<file path="src/verilog/control_pkg.sv">
`default_nettype none

package control_pkg;

  // Bus widths with a meaning of their own
  typedef logic [5:0]  cmd_addr_t;
  typedef logic [31:0] cmd_data_t;
  typedef logic [39:0] resp_t;
  typedef logic [11:0] sensor_t;    // Telemetry ADC value
  typedef logic [9:0]  hang_t;      // Milliseconds
  typedef logic [1:0]  slot_t;      // Status slot index

  // Response FSM, one echo can be pending
  typedef enum logic [1:0] {
    RESP_IDLE    = 2'b00,
    RESP_PENDING = 2'b01
  } resp_state_t;

  // Command addresses
  localparam cmd_addr_t CMD_ADDR_CONFIG = 6'h09;
  localparam cmd_addr_t CMD_ADDR_CWHANG = 6'h10;

  // Bit positions in config command data
  localparam int CFG_VNA_BIT  = 23;
  localparam int CFG_TUNE_BIT = 20;

  // CW key delay line length in ms
  localparam int CW_DELAY_MS = 17;

  // Minimum power hold after key up, covers delay line plus decay
  localparam hang_t KEY_UP_TIMEOUT = 10'd41;

endpackage

`default_nettype wire

</file>
<file path="src/verilog/debounce.sv">
`timescale 1ns/1ps
`default_nettype none

module debounce #(
  parameter int DEBOUNCE_CYCLES = 16250
) (
  input  wire  clk,
  input  wire  rst_i,
  input  wire  pin_i,
  output logic clean_o
);

  localparam int CNT_W = $clog2(DEBOUNCE_CYCLES + 1);

  logic [CNT_W-1:0] stable_cnt;   // Clocks the pin has held its new level

  // Output only moves after the pin stays at its new level long enough
  always_ff @(posedge clk) begin
    if (rst_i) begin
      stable_cnt <= '0;
      clean_o    <= 1'b0;
    end else if (pin_i == clean_o) begin
      stable_cnt <= '0;           // No change pending or bounced back
    end else if (stable_cnt == CNT_W'(DEBOUNCE_CYCLES)) begin
      stable_cnt <= '0;
      clean_o    <= pin_i;
    end else begin
      stable_cnt <= stable_cnt + 1'b1;
    end
  end

endmodule

`default_nettype wire

</file>
<file path="src/verilog/key_inputs.sv">
`timescale 1ns/1ps
`default_nettype none

module key_inputs #(
  parameter int DEBOUNCE_CYCLES = 16250
) (
  input  wire  clk,
  input  wire  rst_i,
  input  wire  phone_tip_i,       // CW key, active low
  input  wire  phone_ring_i,      // PTT, active low
  input  wire  cn8_i,             // TX inhibit, active low
  output logic ext_cwkey_o,
  output logic ext_ptt_o,
  output logic ext_txinhibit_o,
  output logic key_tip_sync_o
);

  // Pin order is {cn8, ring, tip}
  logic [2:0] pin_meta;
  logic [2:0] pin_sync;

  // Two-flop synchronizer, idles at the released level
  always_ff @(posedge clk) begin
    if (rst_i) begin
      pin_meta <= 3'b111;
      pin_sync <= 3'b111;
    end else begin
      pin_meta <= {cn8_i, phone_ring_i, phone_tip_i};
      pin_sync <= pin_meta;
    end
  end

  // Fast path for CW power on, skips the debounce
  assign key_tip_sync_o = pin_sync[0];

  debounce #(.DEBOUNCE_CYCLES(DEBOUNCE_CYCLES)) u_db_cwkey (
    .clk(clk), .rst_i(rst_i), .pin_i(~pin_sync[0]), .clean_o(ext_cwkey_o)
  );

  debounce #(.DEBOUNCE_CYCLES(DEBOUNCE_CYCLES)) u_db_ptt (
    .clk(clk), .rst_i(rst_i), .pin_i(~pin_sync[1]), .clean_o(ext_ptt_o)
  );

  debounce #(.DEBOUNCE_CYCLES(DEBOUNCE_CYCLES)) u_db_txinhibit (
    .clk(clk), .rst_i(rst_i), .pin_i(~pin_sync[2]), .clean_o(ext_txinhibit_o)
  );

endmodule

`default_nettype wire

</file>
<file path="src/verilog/cmd_decode.sv">
`timescale 1ns/1ps
`default_nettype none

module cmd_decode (
  input  wire                    clk,
  input  wire                    rst_i,
  input  wire                    cmd_rqst_i,
  input  wire control_pkg::cmd_addr_t cmd_addr_i,
  input  wire control_pkg::cmd_data_t cmd_data_i,
  input  wire                    cmd_ptt_i,
  output logic                   vna_o,
  output logic                   auto_tune_o,
  output logic                   int_ptt_o,
  output control_pkg::hang_t     cw_hang_time_o
);

  always_ff @(posedge clk) begin
    if (rst_i) begin
      vna_o          <= 1'b0;
      auto_tune_o    <= 1'b0;
      int_ptt_o      <= 1'b0;
      cw_hang_time_o <= '0;
    end else if (cmd_rqst_i) begin
      int_ptt_o <= cmd_ptt_i;     // Every command carries PTT
      if (cmd_addr_i == control_pkg::CMD_ADDR_CONFIG) begin
        vna_o       <= cmd_data_i[control_pkg::CFG_VNA_BIT];
        auto_tune_o <= cmd_data_i[control_pkg::CFG_TUNE_BIT]; // ATU start/stop
      end else if (cmd_addr_i == control_pkg::CMD_ADDR_CWHANG) begin
        // Hang time is split over two fields
        cw_hang_time_o <= {cmd_data_i[31:24], cmd_data_i[17:16]};
      end
    end
  end

  // Host side must present a clean address with each strobe
  a_addr_known: assert property (
    @(posedge clk) disable iff (rst_i)
    cmd_rqst_i |-> !$isunknown(cmd_addr_i)
  ) else $error("cmd_decode: unknown cmd_addr_i with cmd_rqst_i");

endmodule

`default_nettype wire

</file>
<file path="src/verilog/tx_sequencer.sv">
`timescale 1ns/1ps
`default_nettype none

module tx_sequencer #(
  parameter int MS_CYCLES = 2500
) (
  input  wire                clk,
  input  wire                rst_i,
  input  wire                run_i,
  input  wire                int_ptt_i,
  input  wire                vna_i,
  input  wire control_pkg::hang_t cw_hang_time_i,
  input  wire                ext_cwkey_i,
  input  wire                ext_ptt_i,
  input  wire                ext_txinhibit_i,
  input  wire                key_tip_sync_i,   // Raw tip, active low
  output logic               tx_on_o,
  output logic               cw_keydown_o,
  output logic               pa_inttr_o,
  output logic               pa_exttr_o,
  output logic               env_pa_o,
  output logic               env_op_o,
  output logic               rfsw_sel_o
);

  localparam int MS_W = $clog2(MS_CYCLES);

  logic [MS_W-1:0]                   ms_count;
  logic                              ms_tick;
  logic [control_pkg::CW_DELAY_MS-1:0] cw_delay_line;  // One ms per stage
  control_pkg::hang_t                cw_power_timeout;
  logic                              cw_hang_phase;  // 0 minimum hold, 1 hang time
  logic                              cw_power_on;
  logic                              tx_power_on;

  // Free-running millisecond tick
  always_ff @(posedge clk) begin
    if (rst_i) begin
      ms_count <= '0;
      ms_tick  <= 1'b0;
    end else if (ms_count == MS_W'(MS_CYCLES - 1)) begin
      ms_count <= '0;
      ms_tick  <= 1'b1;
    end else begin
      ms_count <= ms_count + 1'b1;
      ms_tick  <= 1'b0;
    end
  end

  // Delay the key so relays and PA settle before the envelope starts
  always_ff @(posedge clk) begin
    if (rst_i) begin
      cw_delay_line <= '0;
    end else if (ms_tick) begin
      cw_delay_line <= {cw_delay_line[control_pkg::CW_DELAY_MS-2:0], ext_cwkey_i};
    end
  end

  assign cw_keydown_o = cw_delay_line[control_pkg::CW_DELAY_MS-1];

  // Power comes on at the first key press and is held after release
  always_ff @(posedge clk) begin
    if (rst_i) begin
      cw_power_timeout <= '0;
      cw_hang_phase    <= 1'b0;
      cw_power_on      <= 1'b0;
    end else if (!key_tip_sync_i) begin
      cw_power_timeout <= control_pkg::KEY_UP_TIMEOUT;
      cw_hang_phase    <= 1'b0;
      cw_power_on      <= 1'b1;
    end else if (ms_tick) begin
      if (cw_power_timeout != '0) begin
        cw_power_timeout <= cw_power_timeout - 1'b1;
      end else if (!cw_hang_phase) begin
        cw_power_timeout <= cw_hang_time_i;   // Second phase, user hang time
        cw_hang_phase    <= 1'b1;
      end else begin
        cw_power_on <= 1'b0;
      end
    end
  end

  assign tx_on_o = (int_ptt_i | cw_keydown_o | ext_ptt_i) & ~ext_txinhibit_i & run_i;

  assign tx_power_on = cw_power_on | tx_on_o;

  // PA and envelope enables
  assign pa_inttr_o = tx_power_on & ~vna_i;
  assign env_pa_o   = tx_power_on & ~vna_i;
  assign env_op_o   = tx_power_on;
  assign pa_exttr_o = tx_power_on;
  assign rfsw_sel_o = ~vna_i;           // VNA mode bypasses the PA path

  // Inhibit pin from key_inputs must block any new transmit
  a_inhibit_blocks_tx: assert property (
    @(posedge clk) disable iff (rst_i)
    $rose(tx_on_o) |-> !ext_txinhibit_i
  ) else $error("tx_sequencer: tx_on_o rose while TX inhibit active");

endmodule

`default_nettype wire

</file>
<file path="src/verilog/resp_builder.sv">
`timescale 1ns/1ps
`default_nettype none

module resp_builder #(
  parameter logic [7:0] SERIAL_NO = 8'h00
) (
  input  wire                    clk,
  input  wire                    rst_i,
  input  wire                    cmd_rqst_i,
  input  wire                    cmd_requires_resp_i,
  input  wire control_pkg::cmd_addr_t cmd_addr_i,
  input  wire control_pkg::cmd_data_t cmd_data_i,
  input  wire                    resp_rqst_i,
  input  wire                    tx_on_i,
  input  wire                    ext_cwkey_i,
  input  wire                    ext_ptt_i,
  input  wire                    rxclip_i,
  input  wire control_pkg::sensor_t fwd_pwr_i,
  input  wire control_pkg::sensor_t rev_pwr_i,
  input  wire control_pkg::sensor_t bias_current_i,
  input  wire control_pkg::sensor_t temperature_i,
  output control_pkg::resp_t     resp_o
);

  control_pkg::resp_state_t resp_state;
  control_pkg::resp_state_t resp_state_next;
  control_pkg::cmd_addr_t   echo_addr;
  control_pkg::cmd_data_t   echo_data;
  control_pkg::slot_t       slot_idx;
  logic [1:0]               clip_cnt;
  logic                     clip_flag;
  logic                     capture;
  logic [31:0]              slot_payload;

  assign capture   = cmd_rqst_i & cmd_requires_resp_i;
  assign clip_flag = &clip_cnt;

  // One-deep queue where a newer command replaces the pending one
  always_comb begin
    resp_state_next = resp_state;
    case (resp_state)
      control_pkg::RESP_IDLE: begin
        if (capture) resp_state_next = control_pkg::RESP_PENDING;
      end
      control_pkg::RESP_PENDING: begin
        if (resp_rqst_i && !capture) resp_state_next = control_pkg::RESP_IDLE;
      end
      default: resp_state_next = control_pkg::RESP_IDLE;
    endcase
  end

  always_ff @(posedge clk) begin
    if (rst_i) resp_state <= control_pkg::RESP_IDLE;
    else       resp_state <= resp_state_next;
  end

  always_ff @(posedge clk) begin
    if (capture) begin
      echo_addr <= cmd_addr_i;
      echo_data <= cmd_data_i;
    end
  end

  // Low 32 bits of each status slot
  always_comb begin
    case (slot_idx)
      2'd0:    slot_payload = {7'h00, clip_flag, 16'h0000, SERIAL_NO};
      2'd1:    slot_payload = {4'h0, temperature_i, 4'h0, fwd_pwr_i};
      2'd2:    slot_payload = {4'h0, rev_pwr_i, 4'h0, bias_current_i};
      default: slot_payload = 32'h0000_0000;
    endcase
  end

  always_ff @(posedge clk) begin
    if (rst_i) begin
      resp_o   <= {32'h0000_0000, SERIAL_NO};
      slot_idx <= '0;
      clip_cnt <= 2'b00;
    end else if (resp_rqst_i) begin
      slot_idx <= slot_idx + 1'b1;  // Advances even when an echo is sent
      clip_cnt <= 2'b00;
      if (resp_state == control_pkg::RESP_PENDING) begin
        resp_o <= {1'b1, echo_addr, tx_on_i, echo_data};
      end else begin
        resp_o <= {3'b000, slot_idx, 1'b0, ext_cwkey_i, ext_ptt_i, slot_payload};
      end
    end else if (!clip_flag) begin
      clip_cnt <= clip_cnt + {1'b0, rxclip_i}; // Saturates at 3
    end
  end

  a_state_legal: assert property (
    @(posedge clk) disable iff (rst_i)
    resp_state inside {control_pkg::RESP_IDLE, control_pkg::RESP_PENDING}
  ) else $error("resp_builder: illegal response FSM state");

endmodule

`default_nettype wire

</file>
<file path="src/verilog/control_top.sv">
`timescale 1ns/1ps
`default_nettype none

module control_top #(
  parameter int         MS_CYCLES       = 2500,
  parameter int         DEBOUNCE_CYCLES = 16250,
  parameter logic [7:0] SERIAL_NO       = 8'h00
) (
  input  wire                    clk,
  input  wire                    rst_i,
  // Command and response strobes
  input  wire                    cmd_rqst_i,
  input  wire control_pkg::cmd_addr_t cmd_addr_i,
  input  wire control_pkg::cmd_data_t cmd_data_i,
  input  wire                    cmd_ptt_i,
  input  wire                    cmd_requires_resp_i,
  input  wire                    resp_rqst_i,
  input  wire                    run_i,
  input  wire                    rxclip_i,
  // Key pins, active low
  input  wire                    phone_tip_i,
  input  wire                    phone_ring_i,
  input  wire                    cn8_i,
  // Telemetry
  input  wire control_pkg::sensor_t fwd_pwr_i,
  input  wire control_pkg::sensor_t rev_pwr_i,
  input  wire control_pkg::sensor_t bias_current_i,
  input  wire control_pkg::sensor_t temperature_i,
  // Outputs
  output logic                   tx_on_o,
  output logic                   cw_keydown_o,
  output logic                   pa_inttr_o,
  output logic                   pa_exttr_o,
  output logic                   env_pa_o,
  output logic                   env_op_o,
  output logic                   rfsw_sel_o,
  output logic                   auto_tune_o,
  output control_pkg::resp_t     resp_o
);

  logic               ext_cwkey;
  logic               ext_ptt;
  logic               ext_txinhibit;
  logic               key_tip_sync;
  logic               vna;
  logic               int_ptt;
  control_pkg::hang_t cw_hang_time;

  key_inputs #(.DEBOUNCE_CYCLES(DEBOUNCE_CYCLES)) u_key_inputs (
    .clk             (clk),
    .rst_i           (rst_i),
    .phone_tip_i     (phone_tip_i),
    .phone_ring_i    (phone_ring_i),
    .cn8_i           (cn8_i),
    .ext_cwkey_o     (ext_cwkey),
    .ext_ptt_o       (ext_ptt),
    .ext_txinhibit_o (ext_txinhibit),
    .key_tip_sync_o  (key_tip_sync)
  );

  cmd_decode u_cmd_decode (
    .clk            (clk),
    .rst_i          (rst_i),
    .cmd_rqst_i     (cmd_rqst_i),
    .cmd_addr_i     (cmd_addr_i),
    .cmd_data_i     (cmd_data_i),
    .cmd_ptt_i      (cmd_ptt_i),
    .vna_o          (vna),
    .auto_tune_o    (auto_tune_o),
    .int_ptt_o      (int_ptt),
    .cw_hang_time_o (cw_hang_time)
  );

  tx_sequencer #(.MS_CYCLES(MS_CYCLES)) u_tx_sequencer (
    .clk             (clk),
    .rst_i           (rst_i),
    .run_i           (run_i),
    .int_ptt_i       (int_ptt),
    .vna_i           (vna),
    .cw_hang_time_i  (cw_hang_time),
    .ext_cwkey_i     (ext_cwkey),
    .ext_ptt_i       (ext_ptt),
    .ext_txinhibit_i (ext_txinhibit),
    .key_tip_sync_i  (key_tip_sync),
    .tx_on_o         (tx_on_o),
    .cw_keydown_o    (cw_keydown_o),
    .pa_inttr_o      (pa_inttr_o),
    .pa_exttr_o      (pa_exttr_o),
    .env_pa_o        (env_pa_o),
    .env_op_o        (env_op_o),
    .rfsw_sel_o      (rfsw_sel_o)
  );

  resp_builder #(.SERIAL_NO(SERIAL_NO)) u_resp_builder (
    .clk                 (clk),
    .rst_i               (rst_i),
    .cmd_rqst_i          (cmd_rqst_i),
    .cmd_requires_resp_i (cmd_requires_resp_i),
    .cmd_addr_i          (cmd_addr_i),
    .cmd_data_i          (cmd_data_i),
    .resp_rqst_i         (resp_rqst_i),
    .tx_on_i             (tx_on_o),
    .ext_cwkey_i         (ext_cwkey),
    .ext_ptt_i           (ext_ptt),
    .rxclip_i            (rxclip_i),
    .fwd_pwr_i           (fwd_pwr_i),
    .rev_pwr_i           (rev_pwr_i),
    .bias_current_i      (bias_current_i),
    .temperature_i       (temperature_i),
    .resp_o              (resp_o)
  );

endmodule

`default_nettype wire

</file>
<file path="config.mk">
export PLATFORM = sky130hd
export DESIGN_NAME = control_top
export DESIGN_NICKNAME = d
export VERILOG_FILES = /design/src/verilog/control_pkg.sv /design/src/verilog/debounce.sv /design/src/verilog/key_inputs.sv /design/src/verilog/cmd_decode.sv /design/src/verilog/tx_sequencer.sv /design/src/verilog/resp_builder.sv /design/src/verilog/control_top.sv
export SDC_FILE = /design/constraint.sdc
export NUM_CORES = 1
export LEC_CHECK = 0
export ABC_AREA = 0
export BUFFER_PORTS_ARGS = -buffer_cell sky130_fd_sc_hd__buf_2
export CORE_MARGIN = 2
export CORE_UTILIZATION = 34
export CTS_CLUSTER_DIAMETER = 120
export DETAILED_ROUTE_END_ITERATION = 10
export GPL_ROUTABILITY_DRIVEN = 0
export MAX_ROUTING_LAYER = met4
export PLACE_DENSITY_LB_ADDON = 0.12
export SLEW_MARGIN = 5
export SYNTH_ARGS = -nofsm -noshare
export SYNTH_HDL_FRONTEND = slang
export SYNTH_SLANG_ARGS = --single-unit
</file>
<file path="constraint.sdc">
create_clock -name clk -period 3.5 [get_ports clk]
set_input_delay 0.35 -clock clk [delete_from_list [all_inputs] [get_ports clk]]
set_output_delay 0.35 -clock clk [all_outputs]
set_load 0.01 [all_outputs]
</file>
==> results.sh <==
export IMPL_yosys_area_top_type_share_pct=39.7
export IMPL_synth_edf_count=38
export IMPL_placement_io_buffers=144
export IMPL_report_final_slew_viol_count=0
export IMPL_post_cts_resized=0
export IMPL_met2_wirelength_mm=7.94
export IMPL_place_hpwl_mm=12.8
export IMPL_number_of_antenna_violations_at_the_first_check_in_global_routing=5
export IMPL_clock_path_buffers=2
export IMPL_synth_top_cells_by_area="sky130_fd_sc_hd__dfxtp_1, sky130_fd_sc_hd__edfxtp_1, sky130_fd_sc_hd__nor2_1"
export IMPL_route_layer_met1_wl_mm=8.81
export IMPL_ys_ff_latch=189
export IMPL_syn_inst=739
export IMPL_cpMaxStageDelayCell="sky130_fd_sc_hd__nor3b_1"
export IMPL_final_antenna_net_count=0
export IMPL_met3_wirelength_mm=1.23
export IMPL_fmax_mhz=408
export IMPL_critical_path_cell_chain="nor3_1 -> nor3b_1 -> or2_2 -> and2_1 -> buf_2"
export IMPL_mappedNetlistNets=849
export IMPL_syn_avg_cell_area_um2=10.3
export IMPL_row_count=54
export IMPL_maxSlewHeadroom_pct=33.9
export IMPL_tritoncts="built"
export IMPL_clockRootBuffer="sky130_fd_sc_hd__clkbuf_16"
export IMPL_clock_skew_ns=0.00761
export IMPL_worstPathMaxFanout=4
export IMPL_drt_pass1_iter_count=6
export IMPL_grt_start_max_net_pins=66
export IMPL_floorplan_initialDensity_pct=34.8
export IMPL_cts_num_sinks=189
export IMPL_grt_setup_unrepaired="false"
export IMPL_sequential_cell_area_um2=4160
export IMPL_min_delay_start="cmd_data_i[21]"
export IMPL_critical_path_max_stage_delay_ns=0.54
export IMPL_fp_dieW_um=154
export IMPL_core_area_um2=21900
export IMPL_timing_critical_path_from_type="flop"
export IMPL_cts_hold_buffers=0
export IMPL_cts_setup_buffers=0
export IMPL_vdd_ir_drop_max_mv=0.312
export IMPL_asyncSetResetFlopFracSynth_pct=0
export IMPL_most_used_cells_in_the_layout_excluding_fill_and_tap_cells="sky130_fd_sc_hd__nor2_1, sky130_fd_sc_hd__dfxtp_1, sky130_fd_sc_hd__buf_2"
export IMPL_final_nets=974
export IMPL_fillCellCount=2200
export IMPL_timing_hold_violations_final=0
export IMPL_route_top_layer_used="met4"
export IMPL_htree_num_levels=4
export IMPL_overall_die_area_um2=23600
export IMPL_cellLeakagePower_nw=3.51
export IMPL_critPathTopFamily="simple AND/OR/NAND/NOR gates"
export IMPL_slew_at_the_pin_with_the_worst_max_slew_slack_ns=0.992
export IMPL_worst_endpoint_required_ns=3.15
export IMPL_area_growth_syn_to_layout_pct=19.9
export IMPL_final_min_clock_period_ns=2.45
export IMPL_first_global_vias=5548
export IMPL_timing_critical_path_from="u_key_inputs.u_db_ptt.clean_o"
export IMPL_synth_sequential_area_ratio_pct=54.6
export IMPL_die_height_um=154
export IMPL_mostFrequentLayoutCell="sky130_fd_sc_hd__nor2_1"
export IMPL_r2r_end="u_resp_builder.resp_o[6]"
export IMPL_grtUsageTotal_pct=16.0
export IMPL_cell_accounting_for_the_most_synthesized_area="sky130_fd_sc_hd__dfxtp_1"
export IMPL_critical_path_buf_inv_count=1
export IMPL_max_cap_violations=0
export IMPL_r2r_start="u_resp_builder.slot_idx[0]"
export IMPL_yosys_warn_count=0
export IMPL_ff2ff_setup_slack_ns=1.53
export IMPL_powerDensity_nw_per_um2=499
export IMPL_syn_area_um2=7620
export IMPL_critical_path_arrival_ns=2.10
export IMPL_clk_lat_worst_skew_ns=0.43
export IMPL_yosys_cell_types_count=58
export IMPL_cts_buf_count=17
export IMPL_hp_class="in2reg"
export IMPL_grt_overflow=0
export IMPL_ys_flop_type="sky130_fd_sc_hd__dfxtp_1"
export IMPL_end_kind="primary output"
export IMPL_initial_drt_markers=403
export IMPL_hold_path_depth=1
export IMPL_endpoint_of_the_worst_hold_timing_path="u_resp_builder.echo_data[21]"
export IMPL_critical_path_class="reg2out"
export IMPL_post_route_util_pct=41.7
export IMPL_clk_pin_slew_ns=0.07
export IMPL_timing_reg2reg_worst_path_depth=5
export IMPL_drive_above_1_share_pct=22.6
export IMPL_setup_viol_count_final=0
export IMPL_multiInputGateArea_um2=3190
export IMPL_io_pins=145
export IMPL_drt_drc_violations_left=0
export IMPL_num_vias=5736
export IMPL_timing_final_crit_share_pct=70.0
export IMPL_global_route_wire_length_before_repair_mm=29.4
export IMPL_setup_tns_ns=0
export IMPL_status="finished clean"
export IMPL_detail_route_vias_per_cell=4.94
export IMPL_route_detailed_wl_per_inst_um=15.7
export IMPL_postRouteWirelength_mm=18.2
[flip-flops by register name (all words and copies together) (netlist names), 6 cells and up]
register and count:
u_cmd_decode.cw_hang_time_o 10, u_key_inputs.u_db_cwkey.stable_cnt 14, u_key_inputs.u_db_ptt.stable_cnt 14, u_key_inputs.u_db_txinhibit.stable_cnt 14
u_resp_builder.echo_addr 6, u_resp_builder.echo_data 32, u_resp_builder.resp_o 40, u_tx_sequencer.cw_delay_line 17
u_tx_sequencer.cw_power_timeout 10, u_tx_sequencer.ms_count 12
[routing by layer]
layer | up-vias | GRT usage (%)
li1 | 2901 | -
met1 | 2649 | 20.8
met2 | 172 | 24.4
met3 | 14 | 4.43
met4 | 0 | 4.85
met5 | - | -
[per-stage QoR]
step | hold slack [ns] | instance area [um^2] | setup WS (ns) | power (mW) | cells
2_1_floorplan | 0.389 | 7620 | 1.74 | 2.55 | 739
3_3_place_gp | 0.395 | 8540 | 1.45 | 2.69 | 1125
3_5_place_dp | 0.396 | 8540 | 1.44 | 2.69 | 1125
4_1_cts | 0.0693 | 9120 | 0.967 | 4.63 | 1157
5_1_grt | 0.0703 | 9140 | 0.926 | 4.75 | 1162
6_report | 0.0912 | 9140 | 1.05 | 4.56 | 1162
[cell usage after synthesis, types with 2 or more instances]
| library cell | number |
|---|---|
| sky130_fd_sc_hd__a211oi_1 | 8 |
| sky130_fd_sc_hd__a21oi_1 | 7 |
| sky130_fd_sc_hd__a222oi_1 | 22 |
| sky130_fd_sc_hd__a22o_1 | 21 |
| sky130_fd_sc_hd__a22oi_1 | 14 |
| sky130_fd_sc_hd__a31oi_1 | 4 |
| sky130_fd_sc_hd__and2_1 | 4 |
| sky130_fd_sc_hd__and3_1 | 5 |
| sky130_fd_sc_hd__buf_1 | 4 |
| sky130_fd_sc_hd__buf_2 | 9 |
| sky130_fd_sc_hd__buf_4 | 5 |
| sky130_fd_sc_hd__clkbuf_1 | 22 |
| sky130_fd_sc_hd__clkbuf_2 | 2 |
| sky130_fd_sc_hd__dfxtp_1 | 151 |
| sky130_fd_sc_hd__edfxtp_1 | 38 |
| sky130_fd_sc_hd__ha_1 | 13 |
| sky130_fd_sc_hd__inv_1 | 17 |
| sky130_fd_sc_hd__mux2i_1 | 39 |
| sky130_fd_sc_hd__nand2_1 | 23 |
| sky130_fd_sc_hd__nand2b_1 | 3 |
| sky130_fd_sc_hd__nand3_1 | 23 |
| sky130_fd_sc_hd__nand4_1 | 10 |
| sky130_fd_sc_hd__nand4_2 | 3 |
| sky130_fd_sc_hd__nand4bb_1 | 4 |
| sky130_fd_sc_hd__nor2_1 | 152 |
| sky130_fd_sc_hd__nor2b_1 | 2 |
| sky130_fd_sc_hd__nor3_1 | 23 |
| sky130_fd_sc_hd__nor3b_1 | 2 |
| sky130_fd_sc_hd__nor4_1 | 9 |
| sky130_fd_sc_hd__o21ai_0 | 8 |
| sky130_fd_sc_hd__o311ai_0 | 3 |
| sky130_fd_sc_hd__o31ai_1 | 3 |
| sky130_fd_sc_hd__or2_2 | 9 |
| sky130_fd_sc_hd__or3_1 | 4 |
| sky130_fd_sc_hd__xnor2_1 | 33 |
| sky130_fd_sc_hd__xor2_1 | 18 |
[layout make-up]
class | count | area share (%)
Multi-Input combinational cell | 489 | 35.0
Timing Repair Buffer | 149 | 8.33
Inverter | 18 | 0.740
Tap cell | 280 | 3.84
Clock inverter | 13 | 1.68
Sequential cell | 189 | 45.6
Antenna cell | 5 | 0.137
Clock buffer | 19 | 4.74
[how the worst max path moves through the flow]
stage | cells past startpoint | endpoint
2_1_floorplan | 5 | pa_inttr_o
3_3_place_gp | 5 | env_pa_o
3_5_place_dp | 5 | env_pa_o
4_1_cts | 5 | env_pa_o
5_1_grt | 5 | env_pa_o
6_report | 5 | env_pa_o
[report_power, final]
group,internal (mW),switching [mW]
Sequential,2.29,0.0360
Clock,1.07,0.852
Combinational,0.136,0.178
[cells by family after synthesis]
kind of cell,synth area share (%)
XOR/XNOR,5.86
AO/OA/AOI/OAI,10.3
buffers and inverters,3.53
adder cells (fa/ha/maj),2.13
flip-flops,54.6
AND/OR/NAND/NOR,18.4
multiplexers,5.12
Power figures use the tool's default switching activity.
